$ cat src/isa_pkg.sv
package isa_pkg;

	// Lowest bit of each instruction field.
	localparam int op_lsb = 26;
	localparam int rs_lsb = 21;
	localparam int rt_lsb = 16;
	localparam int rd_lsb = 11;
	localparam int shamt_lsb = 6;
	localparam int funct_lsb = 0;
	localparam int imm_lsb = 0;
	localparam int target_lsb = 0;

	localparam logic [5:0] op_special = 6'b000000;
	localparam logic [5:0] op_ori = 6'b001101;
	localparam logic [5:0] op_lui = 6'b001111;
	localparam logic [5:0] op_lw = 6'b100011;
	localparam logic [5:0] op_sw = 6'b101011;
	localparam logic [5:0] op_beq = 6'b000100;
	localparam logic [5:0] op_j = 6'b000010;
	localparam logic [5:0] op_jal = 6'b000011;

	localparam logic [5:0] funct_addu = 6'b100001;
	localparam logic [5:0] funct_subu = 6'b100011;
	localparam logic [5:0] funct_jr = 6'b001000;
	localparam logic [5:0] funct_movz = 6'b001010;

	localparam logic [4:0] shamt_zero = 5'd0;
	localparam logic [4:0] reg_zero = 5'd0;
	localparam logic [4:0] reg_ra = 5'd31;

	localparam logic [31:0] reset_pc = 32'h0000_0000;

	typedef enum logic [3:0] {
		kind_unknown, kind_nop, kind_addu, kind_subu, kind_ori, kind_lui, kind_lw,
		kind_sw, kind_beq, kind_j, kind_jal, kind_jr, kind_movz
	} instr_kind_t;

	// Datapath classes group the kinds that use the pipeline the same way.
	typedef enum logic [3:0] {
		cls_nop, cls_cal_r, cls_cal_i, cls_load, cls_store, cls_branch, cls_jump_i,
		cls_jump_r, cls_cmov
	} dp_class_t;

endpackage

$ cat src/pipe_pkg.sv
package pipe_pkg;

	// The data memory holds 256 words.
	localparam int dm_words = 256;
	localparam int dm_addr_bits = 8;

	typedef enum logic [2:0] {fwd_orig, fwd_e_link, fwd_m_alu, fwd_m_link, fwd_w_rf} fwd_sel_t;
	typedef enum logic [1:0] {npc_seq, npc_beq, npc_jump, npc_reg} npc_mode_t;
	typedef enum logic [1:0] {ext_sign, ext_zero, ext_upper} ext_mode_t;
	typedef enum logic [1:0] {alu_add, alu_sub, alu_or, alu_pass_b} alu_op_t;
	typedef enum logic [1:0] {wb_alu, wb_mem, wb_link} wb_src_t;

	typedef struct packed {
		logic pc_en;
		npc_mode_t npc_mode;
	} f_ctrl_t;

	typedef struct packed {
		ext_mode_t ext_mode;
		logic [4:0] rs;
		logic [4:0] rt;
		fwd_sel_t fwd1;
		fwd_sel_t fwd2;
	} d_ctrl_t;

	typedef struct packed {
		logic alu_src;
		alu_op_t alu_op;
		fwd_sel_t fwd1;
		fwd_sel_t fwd2;
	} e_ctrl_t;

	typedef struct packed {
		logic dm_we;
		fwd_sel_t fwd_store;
	} m_ctrl_t;

	typedef struct packed {
		logic rf_we;
		wb_src_t wb_src;
		logic [4:0] waddr;
	} w_ctrl_t;

	typedef struct packed {
		logic [31:0] pc;
		logic [31:0] instr;
	} d_stage_t;

	// The immediate is extended in E, so the raw field and its mode travel with it.
	typedef struct packed {
		logic [31:0] pc;
		logic [31:0] rs_val;
		logic [31:0] rt_val;
		logic [15:0] imm;
		ext_mode_t ext_mode;
	} e_stage_t;

	typedef struct packed {
		logic [31:0] pc;
		logic [31:0] alu;
		logic [31:0] rt_val;
	} m_stage_t;

	typedef struct packed {
		logic [31:0] pc;
		logic [31:0] alu;
		logic [31:0] mem;
	} w_stage_t;

	typedef struct packed {
		logic valid;
		logic [4:0] addr;
		logic [31:0] data;
	} wb_event_t;

	typedef struct packed {
		logic valid;
		logic [31:0] addr;
		logic [31:0] data;
	} store_event_t;

endpackage

$ cat src/instr_decode.sv
`timescale 1ns/10ps

module instr_decode (
	input logic [31:0] instr,
	output isa_pkg::instr_kind_t kind,
	output isa_pkg::dp_class_t dp_class
);
	import isa_pkg::*;

	logic [5:0] op;
	logic [5:0] funct;
	logic [4:0] rs;
	logic [4:0] rt;
	logic [4:0] rd;
	logic [4:0] shamt;

	assign op = instr[op_lsb +: 6];
	assign funct = instr[funct_lsb +: 6];
	assign rs = instr[rs_lsb +: 5];
	assign rt = instr[rt_lsb +: 5];
	assign rd = instr[rd_lsb +: 5];
	assign shamt = instr[shamt_lsb +: 5];

	// The all-zero word is nop, checked before the special opcode space.
	always_comb begin
		kind = kind_unknown;
		if (instr == '0) begin
			kind = kind_nop;
		end else if (op == op_special) begin
			if (shamt == shamt_zero && funct == funct_addu)
				kind = kind_addu;
			if (shamt == shamt_zero && funct == funct_subu)
				kind = kind_subu;
			if (shamt == shamt_zero && funct == funct_movz)
				kind = kind_movz;
			if (shamt == shamt_zero && funct == funct_jr && rt == reg_zero && rd == reg_zero)
				kind = kind_jr;
		end else begin
			case (op)
				op_ori: kind = kind_ori;
				op_lui: kind = (rs == reg_zero) ? kind_lui : kind_unknown;
				op_lw: kind = kind_lw;
				op_sw: kind = kind_sw;
				op_beq: kind = kind_beq;
				op_j: kind = kind_j;
				op_jal: kind = kind_jal;
				default: kind = kind_unknown;
			endcase
		end
	end

	always_comb begin
		case (kind)
			kind_addu, kind_subu: dp_class = cls_cal_r;
			kind_ori, kind_lui: dp_class = cls_cal_i;
			kind_lw: dp_class = cls_load;
			kind_sw: dp_class = cls_store;
			kind_beq: dp_class = cls_branch;
			kind_j, kind_jal: dp_class = cls_jump_i;
			kind_jr: dp_class = cls_jump_r;
			kind_movz: dp_class = cls_cmov;
			default: dp_class = cls_nop;
		endcase
	end

endmodule

$ cat src/hazard_ctrl.sv
`timescale 1ns/10ps

module hazard_ctrl (
	input logic clk,
	input logic reset,
	input logic [31:0] d_instr,
	input logic [31:0] d_rt_val,
	output pipe_pkg::f_ctrl_t f_ctrl,
	output pipe_pkg::d_ctrl_t d_ctrl,
	output pipe_pkg::e_ctrl_t e_ctrl,
	output pipe_pkg::m_ctrl_t m_ctrl,
	output pipe_pkg::w_ctrl_t w_ctrl
);
	import isa_pkg::*;
	import pipe_pkg::*;

	logic [31:0] e_instr;
	logic [31:0] m_instr;
	logic [31:0] w_instr;
	instr_kind_t d_kind;
	instr_kind_t e_kind;
	instr_kind_t m_kind;
	instr_kind_t w_kind;
	dp_class_t d_cls;
	dp_class_t e_cls;
	dp_class_t m_cls;
	dp_class_t w_cls;
	logic [4:0] d_rs;
	logic [4:0] d_rt;
	logic [4:0] d_dst;
	logic [4:0] e_rs;
	logic [4:0] e_rt;
	logic [4:0] e_dst;
	logic [4:0] m_rt;
	logic [4:0] m_dst;
	logic [4:0] w_dst;
	logic [2:0] t_use_rs;
	logic [2:0] t_use_rt;
	logic [2:0] t_new_e;
	logic [2:0] t_new_m;
	logic stall;

	instr_decode d_dec (.instr(d_instr), .kind(d_kind), .dp_class(d_cls));
	instr_decode e_dec (.instr(e_instr), .kind(e_kind), .dp_class(e_cls));
	instr_decode m_dec (.instr(m_instr), .kind(m_kind), .dp_class(m_cls));
	instr_decode w_dec (.instr(w_instr), .kind(w_kind), .dp_class(w_cls));

	function automatic logic hit(input logic [4:0] src, input logic [4:0] dst);
		return (src == dst) && (src != reg_zero);
	endfunction

	// Newest ready producer in M or W. A load in M is never picked here,
	// because the stall keeps its consumer out of E until the load is in W.
	function automatic fwd_sel_t fwd_from_m_w(input logic [4:0] src);
		if (hit(src, m_dst) && m_cls == cls_jump_i)
			return fwd_m_link;
		if (hit(src, m_dst) && m_cls inside {cls_cal_r, cls_cal_i, cls_cmov})
			return fwd_m_alu;
		if (hit(src, w_dst))
			return fwd_w_rf;
		return fwd_orig;
	endfunction

	always_comb begin
		d_rs = reg_zero;
		d_rt = reg_zero;
		if (d_cls inside {cls_cal_r, cls_cal_i, cls_load, cls_store, cls_branch, cls_jump_r,
				cls_cmov})
			d_rs = d_instr[rs_lsb +: 5];
		if (d_cls inside {cls_cal_r, cls_store, cls_branch, cls_cmov})
			d_rt = d_instr[rt_lsb +: 5];
	end

	// movz picks its destination here, from the forwarded rt value.
	always_comb begin
		case (d_cls)
			cls_cal_r: d_dst = d_instr[rd_lsb +: 5];
			cls_cal_i, cls_load: d_dst = d_instr[rt_lsb +: 5];
			cls_jump_i: d_dst = (d_kind == kind_jal) ? reg_ra : reg_zero;
			cls_cmov: d_dst = (d_rt_val == '0) ? d_instr[rd_lsb +: 5] : reg_zero;
			default: d_dst = reg_zero;
		endcase
	end

	always_ff @(posedge clk) begin
		if (reset) begin
			e_instr <= '0;
			m_instr <= '0;
			w_instr <= '0;
			e_rs <= reg_zero;
			e_rt <= reg_zero;
			e_dst <= reg_zero;
			m_rt <= reg_zero;
			m_dst <= reg_zero;
			w_dst <= reg_zero;
		end else begin
			// A stall sends a bubble into E while D holds.
			e_instr <= stall ? '0 : d_instr;
			e_rs <= stall ? reg_zero : d_rs;
			e_rt <= stall ? reg_zero : d_rt;
			e_dst <= stall ? reg_zero : d_dst;
			m_instr <= e_instr;
			m_rt <= e_rt;
			m_dst <= e_dst;
			w_instr <= m_instr;
			w_dst <= m_dst;
		end
	end

	// Cycles until D needs each operand, and until E or M has its result.
	always_comb begin
		case (d_cls)
			cls_branch, cls_jump_r: t_use_rs = 3'd0;
			cls_cal_r, cls_cal_i, cls_load, cls_store, cls_cmov: t_use_rs = 3'd1;
			default: t_use_rs = 3'd7;
		endcase
		case (d_cls)
			cls_branch, cls_cmov: t_use_rt = 3'd0;
			cls_cal_r: t_use_rt = 3'd1;
			cls_store: t_use_rt = 3'd2;
			default: t_use_rt = 3'd7;
		endcase
		case (e_cls)
			cls_load: t_new_e = 3'd2;
			cls_cal_r, cls_cal_i, cls_cmov: t_new_e = 3'd1;
			default: t_new_e = 3'd0;
		endcase
		t_new_m = (m_cls == cls_load) ? 3'd1 : 3'd0;
	end

	assign stall = (hit(d_rs, e_dst) && t_use_rs < t_new_e) ||
		(hit(d_rs, m_dst) && t_use_rs < t_new_m) ||
		(hit(d_rt, e_dst) && t_use_rt < t_new_e) ||
		(hit(d_rt, m_dst) && t_use_rt < t_new_m);

	always_comb begin
		f_ctrl.pc_en = !stall;
		case (d_cls)
			cls_branch: f_ctrl.npc_mode = npc_beq;
			cls_jump_i: f_ctrl.npc_mode = npc_jump;
			cls_jump_r: f_ctrl.npc_mode = npc_reg;
			default: f_ctrl.npc_mode = npc_seq;
		endcase

		case (d_kind)
			kind_ori: d_ctrl.ext_mode = ext_zero;
			kind_lui: d_ctrl.ext_mode = ext_upper;
			default: d_ctrl.ext_mode = ext_sign;
		endcase
		d_ctrl.rs = d_rs;
		d_ctrl.rt = d_rt;
		d_ctrl.fwd1 = (hit(d_rs, e_dst) && e_cls == cls_jump_i) ? fwd_e_link : fwd_from_m_w(d_rs);
		d_ctrl.fwd2 = (hit(d_rt, e_dst) && e_cls == cls_jump_i) ? fwd_e_link : fwd_from_m_w(d_rt);
	end

	// movz runs as rs OR rt, which equals rs whenever it writes.
	always_comb begin
		e_ctrl.alu_src = e_cls inside {cls_cal_i, cls_load, cls_store};
		case (e_kind)
			kind_subu: e_ctrl.alu_op = alu_sub;
			kind_ori, kind_movz: e_ctrl.alu_op = alu_or;
			kind_lui: e_ctrl.alu_op = alu_pass_b;
			default: e_ctrl.alu_op = alu_add;
		endcase
		e_ctrl.fwd1 = fwd_from_m_w(e_rs);
		e_ctrl.fwd2 = fwd_from_m_w(e_rt);

		m_ctrl.dm_we = (m_kind == kind_sw);
		m_ctrl.fwd_store = hit(m_rt, w_dst) ? fwd_w_rf : fwd_orig;

		w_ctrl.rf_we = (w_cls inside {cls_cal_r, cls_cal_i, cls_load, cls_jump_i, cls_cmov}) &&
			(w_dst != reg_zero);
		case (w_kind)
			kind_lw: w_ctrl.wb_src = wb_mem;
			kind_jal: w_ctrl.wb_src = wb_link;
			default: w_ctrl.wb_src = wb_alu;
		endcase
		w_ctrl.waddr = w_dst;
	end

endmodule

$ cat config.mk
export PLATFORM = sky130hd
export DESIGN_NAME = hazard_ctrl
export DESIGN_NICKNAME = d
export VERILOG_FILES = /design/src/isa_pkg.sv /design/src/pipe_pkg.sv /design/src/instr_decode.sv /design/src/hazard_ctrl.sv
export SDC_FILE = /design/constraint.sdc
export NUM_CORES = 1
export LEC_CHECK = 0
export BUFFER_PORTS_ARGS = -buffer_cell sky130_fd_sc_hd__buf_4
export CAP_MARGIN = 20
export CORE_UTILIZATION = 57
export DETAILED_ROUTE_END_ITERATION = 10
export GPL_ROUTABILITY_DRIVEN = 0
export HOLD_SLACK_MARGIN = 0.06
export PLACE_DENSITY = 0.87
export SYNTH_ARGS = -nofsm -noshare
export SYNTH_HDL_FRONTEND = slang
export SYNTH_SLANG_ARGS = --single-unit
$ cat constraint.sdc
create_clock -name clk -period 6.1 [get_ports clk]
set_input_delay 0.61 -clock clk [delete_from_list [all_inputs] [get_ports clk]]
set_output_delay 0.61 -clock clk [all_outputs]
set_load 0.02 [all_outputs]
# Word-level counts from Yosys, hierarchy flattened
# Memories as Yosys holds them, arrays and structs flattened.
# Cells that the tools add are included.
[totals]
reg_bits = 126
mem_bits_ro = 256
out_inout_bits = 42
mem_count = 4
[classes]
order_cmp = 4
n_eq_ne = 89
mux = 96
n_reduce_logical = 97
[mem_list]
columns = ["memory", "depth", "word_bits", "rd", "rd_clocked_by_memory_dff", "write_ports", "line", "source"]
rows = [
  ["(no name shown)", 16, 4, 1, 0, 0, "instr_decode.sv:53", "case (kind)"],
  ["(no name shown)", 16, 4, 1, 0, 0, "instr_decode.sv:53", ""],
  ["(no name shown)", 16, 4, 1, 0, 0, "instr_decode.sv:53", ""],
  ["(no name shown)", 16, 4, 1, 0, 0, "instr_decode.sv:53", ""],
]
[ops]
columns = ["cell", "count"]
rows = [
  ["logical NOT 32 bit", 5],
  ["one-hot mux 4 bit (7 select lines)", 4],
  ["== test 6 x 4 -> 1 bit (second input constant)", 16],
  ["== test 6 bit (second input constant)", 16],
  ["two-way mux 3 bit", 31],
  ["logical NOT 5 bit", 16],
  ["two-way mux 4 bit", 16],
  ["== test 4 x 3 -> 1 bit (second input constant)", 14],
  ["== test 5 bit", 11],
  ["logical AND 1 bit", 50],
  ["== test 6 x 2 -> 1 bit (second input constant)", 8],
  ["== test 4 x 2 -> 1 bit (second input constant)", 9],
  ["nonzero test 5 bit", 7],
  ["== test 4 bit (second input constant)", 7],
  ["two-way mux 1 bit", 25],
  ["== test 6 x 3 -> 1 bit (second input constant)", 4],
  ["logical NOT 6 bit", 4],
  ["two-way mux 5 bit", 4],
  ["one-hot mux 5 bit (4 select lines)", 1],
  ["== test 4 x 1 -> 1 bit (second input constant)", 4],
  ["two-way mux 2 bit", 8],
  ["one-hot mux 2 bit (2 select lines)", 3],
  ["one-hot mux 2 bit (3 select lines)", 2],
  ["OR reduction 2 bit", 5],
  ["11 further kinds", 16],
]

# Logic depth before layout (Yosys ltp)
# An unclocked memory read counts as a cell.
[depth]
ltp_word = 23
mapped_depth = 22
depth_no_buf = 19

# Cells and area by module
# Synthesis repeated with hierarchy kept, for this count alone.
[hier_totals]
cells_unflattened = 807
area_unflattened_um2 = 6964.2
[by_module_without_submodules]
columns = ["mod", "n_inst", "cells_each", "area_per_inst_um2", "seq_area_each_um2"]
rows = [
  ["hazard_ctrl", 1, 559, 5197.5, 2522.4],
  ["instr_decode at d_dec", 1, 62, 460.4, 0.0],
  ["instr_decode at e_dec", 1, 63, 444.2, 0.0],
  ["instr_decode at w_dec", 1, 65, 435.4, 0.0],
  ["instr_decode at m_dec", 1, 58, 426.7, 0.0],
]

# Worst setup path before layout
# OpenSTA, ideal clock, no wires.
[synth_timing]
path_kind = "input to output"
startpoint = "input d_instr[19]"
endpoint = "output f_ctrl[2] (netlist bit)"
arrival_time_ns = 4.510
required_ns = 5.490
setup_slack_ns = 0.980
path_stages = 20
path_cell_list = "buf_2 or4_1 and4bb_1 o21ai_0 nor4_1 a21o_1 a32oi_1 nor2_1 inv_1 ha_1 a21oi_1 o211ai_4 nand2_1 o21ai_0 ha_1 inv_1 a31oi_1 o41ai_2 buf_2 a311oi_1"
[synth_rtl]
columns = ["element", "line", "source"]
rows = [
  ["from (decl)", "hazard_ctrl.sv:6", "input logic [31:0] d_instr,"],
  ["to (decl)", "hazard_ctrl.sv:8", "output pipe_pkg::f_ctrl_t f_ctrl,"],
]

==> reports/results.txt <==
Remaining DRCs: 2
EDFF count, synth: 0
Layout Nets: 912
Min-Delay Path Class: reg -> reg
Placement Cell Area: 7540 um^2
setup repair bufs after CTS: 0
CP max stage delay: 0.55 ns
Synth Area per Inst: 8.994 um^2
Total Power: 2.157 mW
MaxCap Viol Count: 0
top cells by area, synth: dfxtp_1 (37%), nor2b_1 (8.0%), nor4_1 (5.0%)
Seq/Total Area, Yosys: 37.00%
VDD IR-drop max: 0.0001615 V
Hold Vio Cnt, Final: 0
Initial Util: 59.20%
Crit Path Category: in -> out
vias: 6,159
Row Count: 39
Power per Cell Area: 264.5 nW/um^2
Clk pwr share: 47.6%
critical path peak fanout: 9
Synth Warn #: 0
First DRT Iteration DRCs: 765
final setup violation count: 0
ys flop type: dfxtp_1
Post-Syn Area: 6818 um^2
Layout area overhead: 19.64%
Int Power: 1.627 mW
vias in the first global route: 6,020
LEAKAGE: 3.332 nW
violated checks: DRC
CP endpoint kind: output pin
Post-Synthesis Cells: 758
initial antenna violation count: 0
R2R cell count: 13
Net Switching: 0.5301 mW
CTS tree: built
asr flop ratio synth: 0%
crit share post-route: 93.09%
Antenna Cells: 0
largest area contributor in the netlist: dfxtp_1
Buf/Inv on CP: 4
Rel. slew slack: 31.75%
worst-path cell chain: buf_4, or4_1, and4bb_1, o21ai_0, nor4_1, a21o_1, a32oi_1, nor2_1, inv_1, ha_1, a21oi_1, o211ai_4, nand2_1, o21ai_0, ha_1, inv_1, a31oi_1, o41ai_4, a311oi_1, buf_4
antenna viol nets, final: 0
Seq cells post-synth: 126
# hold bufs at CTS: 0
worst r2r dst: e_instr[0]$_SDFF_PP0_
hold path cells: 1
drt wl/cell: 18.33 um
Port Buffers: 105
Req. time, crit path: 5.49 ns
largest net degree at the start of global routing: 117
Die X: 111.4 um
CTS Buf Count: 17
HP Start: e_instr[6]$_SDFF_PP0_
gr usage total: 29.78%
Sink Count: 126
Sequential Power Share: 40.7%
setup TNS: 0 ns
Die Y: 111.4 um
first-pass GRT wire length: 29,160 um
number of gates resized after cts: 0
final slew viol count: 0
Die Footprint: 12,400 um^2
# IOs: 108
Logic pwr share: 11.7%
RSZ-0062 raised after global routing: false
hpwl dp: 12,600 um
most common cell after layout, fill and taps aside: dfxtp_1
Max clock buf depth: 2
layout cells sized above 1: 22.21%
Slew @ Worst Pin: 1.024 ns
total iterations of the first detailed-routing run: 8
GR Overflow Total: 0
share of Yosys cell area claimed by the top area cell type: 37.00%
Fmax: 176.1 MHz
fin area: 8157 um^2
worst skew pair latency: 0.41 ns
CP Launch Type: input port
Synth cell types: 74
Worst-path clk slew: 0.06 ns
critical path's top delay family: compound AO/OA/AOI/OAI gates
r2r setup slk: 2.05 ns
Net Sw Frac: 24.57%
commonest non-fill, non-tap cells in the layout: dfxtp_1 (126), buf_4 (108), nor2b_1 (87)
Final Critical Period: 5.679 ns
H-tree levels: 4
r2r startpoint: m_instr[8]$_SDFF_PP0_
outcome: complete, but fails checks
Hold Path End: m_instr[6]$_SDFF_PP0_
post-route clock skew: 0.009539 ns
vias per cell: 6.253
core area: 11,520 um^2
Root Buffer: clkbuf_16
Worst EP arrival: 5.07 ns
final wirelength: 18,060 um
slowest stage cell on the critical path: or4_1
cells by family (layout without fill, tap and decap cells):
kind of cell / after synthesis / after routing / synth area share, %
AOI/OAI and AO/OA: 91 / 91 / 9.984
muxes: 4 / 4 / 0.7708
other: 1 / 2 / 0.05500
xor gates and xnor gates: 52 / 52 / 6.680
DFF: 126 / 126 / 37.00
buffers and inverters: 76 / 159 / 5.304
and+or+nand+nor: 391 / 391 / 37.09
adders and majority gates: 17 / 17 / 3.120
power by group through the flow:
stage	clock network [mW]	logic, mW	registers, mW
4_1_cts	1.03	0.248	0.876
3_5_place_dp	0	0.243	0.893
2_1_floorplan	0	0.168	0.883
5_1_grt	1.08	0.274	0.879
6_report	1.03	0.253	0.877
3_3_place_gp	0	0.233	0.891
sequential cells by signal (all words and copies together), names as in the netlist:
| register | cells |
|---|---|
| e_instr | 32 |
| m_rt | 5 |
| w_instr | 32 |
| m_instr | 32 |
| w_dst | 5 |
| e_rs | 5 |
| e_dst | 5 |
| m_dst | 5 |
| e_rt | 5 |
worst max path at each step:
| stage | from | endpoint | slack (ns) | depth (start not counted) |
|---|---|---|---|---|
| 3_5_place_dp | d_instr[16] | f_ctrl[2] | 0.52 | 20 |
| 5_1_grt | d_instr[16] | f_ctrl[2] | 0.17 | 20 |
| 3_3_place_gp | d_instr[16] | f_ctrl[2] | 0.78 | 20 |
| 2_1_floorplan | d_instr[19] | f_ctrl[2] | 0.98 | 20 |
| 6_report | d_instr[16] | f_ctrl[2] | 0.42 | 20 |
| 4_1_cts | d_instr[16] | f_ctrl[2] | 0.49 | 20 |
synthesized netlist by cell type (4+ instances only):
| master | instances |
|---|---|
| dfxtp_1 | 126 |
| nor2b_1 | 87 |
| nor4_1 | 55 |
| nand2b_1 | 39 |
| clkbuf_1 | 34 |
| xnor2_1 | 34 |
| nor2_1 | 27 |
| nand3_1 | 26 |
| nor4_2 | 26 |
| nand2_1 | 24 |
| a21oi_1 | 21 |
| nor3_1 | 21 |
| and2_1 | 20 |
| inv_1 | 19 |
| xor2_1 | 18 |
| ha_1 | 17 |
| o21ai_0 | 16 |
| nand4_1 | 15 |
| or4_1 | 13 |
| buf_2 | 10 |
| a221oi_1 | 6 |
| buf_6 | 6 |
| and3_1 | 5 |
| a21o_1 | 4 |
| a31oi_1 | 4 |
| buf_4 | 4 |
| nor3b_1 | 4 |
| o21a_1 | 4 |
per-layer routing:
layer  GRT usage, %  vias up  wire (um)
li1               -     2857          -
met4          14.05        0        673
met5              0        -          0
met3          7.349       63       1458
met2          53.21      390       9136
met1          33.24     2849       6788
worst reg2reg max path, delay by kind of cell (launching register included):
kind | cells | cell delay (ns)
and+or+nand+nor | 7 | 2.08
buffers and inverters | 3 | 0.80
AOI/OAI and AO/OA | 2 | 0.53
DFF | 1 | 0.31
adders and majority gates | 1 | 0.18
cell type report:
cell class	instances	area, um^2
sequential	126	2522
fill	819	3359
inverter	19	71.32
clock inverter	13	163.9
tap	143	178.9
clock buffer	19	452.9
timing repair buffer	108	810.8
multi-input combinational	557	3956
stage by stage:
stage	std cells	hold WS (ns)	utilization (%)	setup slack, ns
detailed placement	953	0.4513	65.47	0.5190
global route	985	0.4588	70.83	0.1702
global placement	953	0.4394	65.47	0.7814
finish	985	0.4612	70.83	0.4213
CTS	985	0.4491	70.83	0.4933
floorplan	759	0.4287	-	0.9800
(Power assumes the default switching activity.)
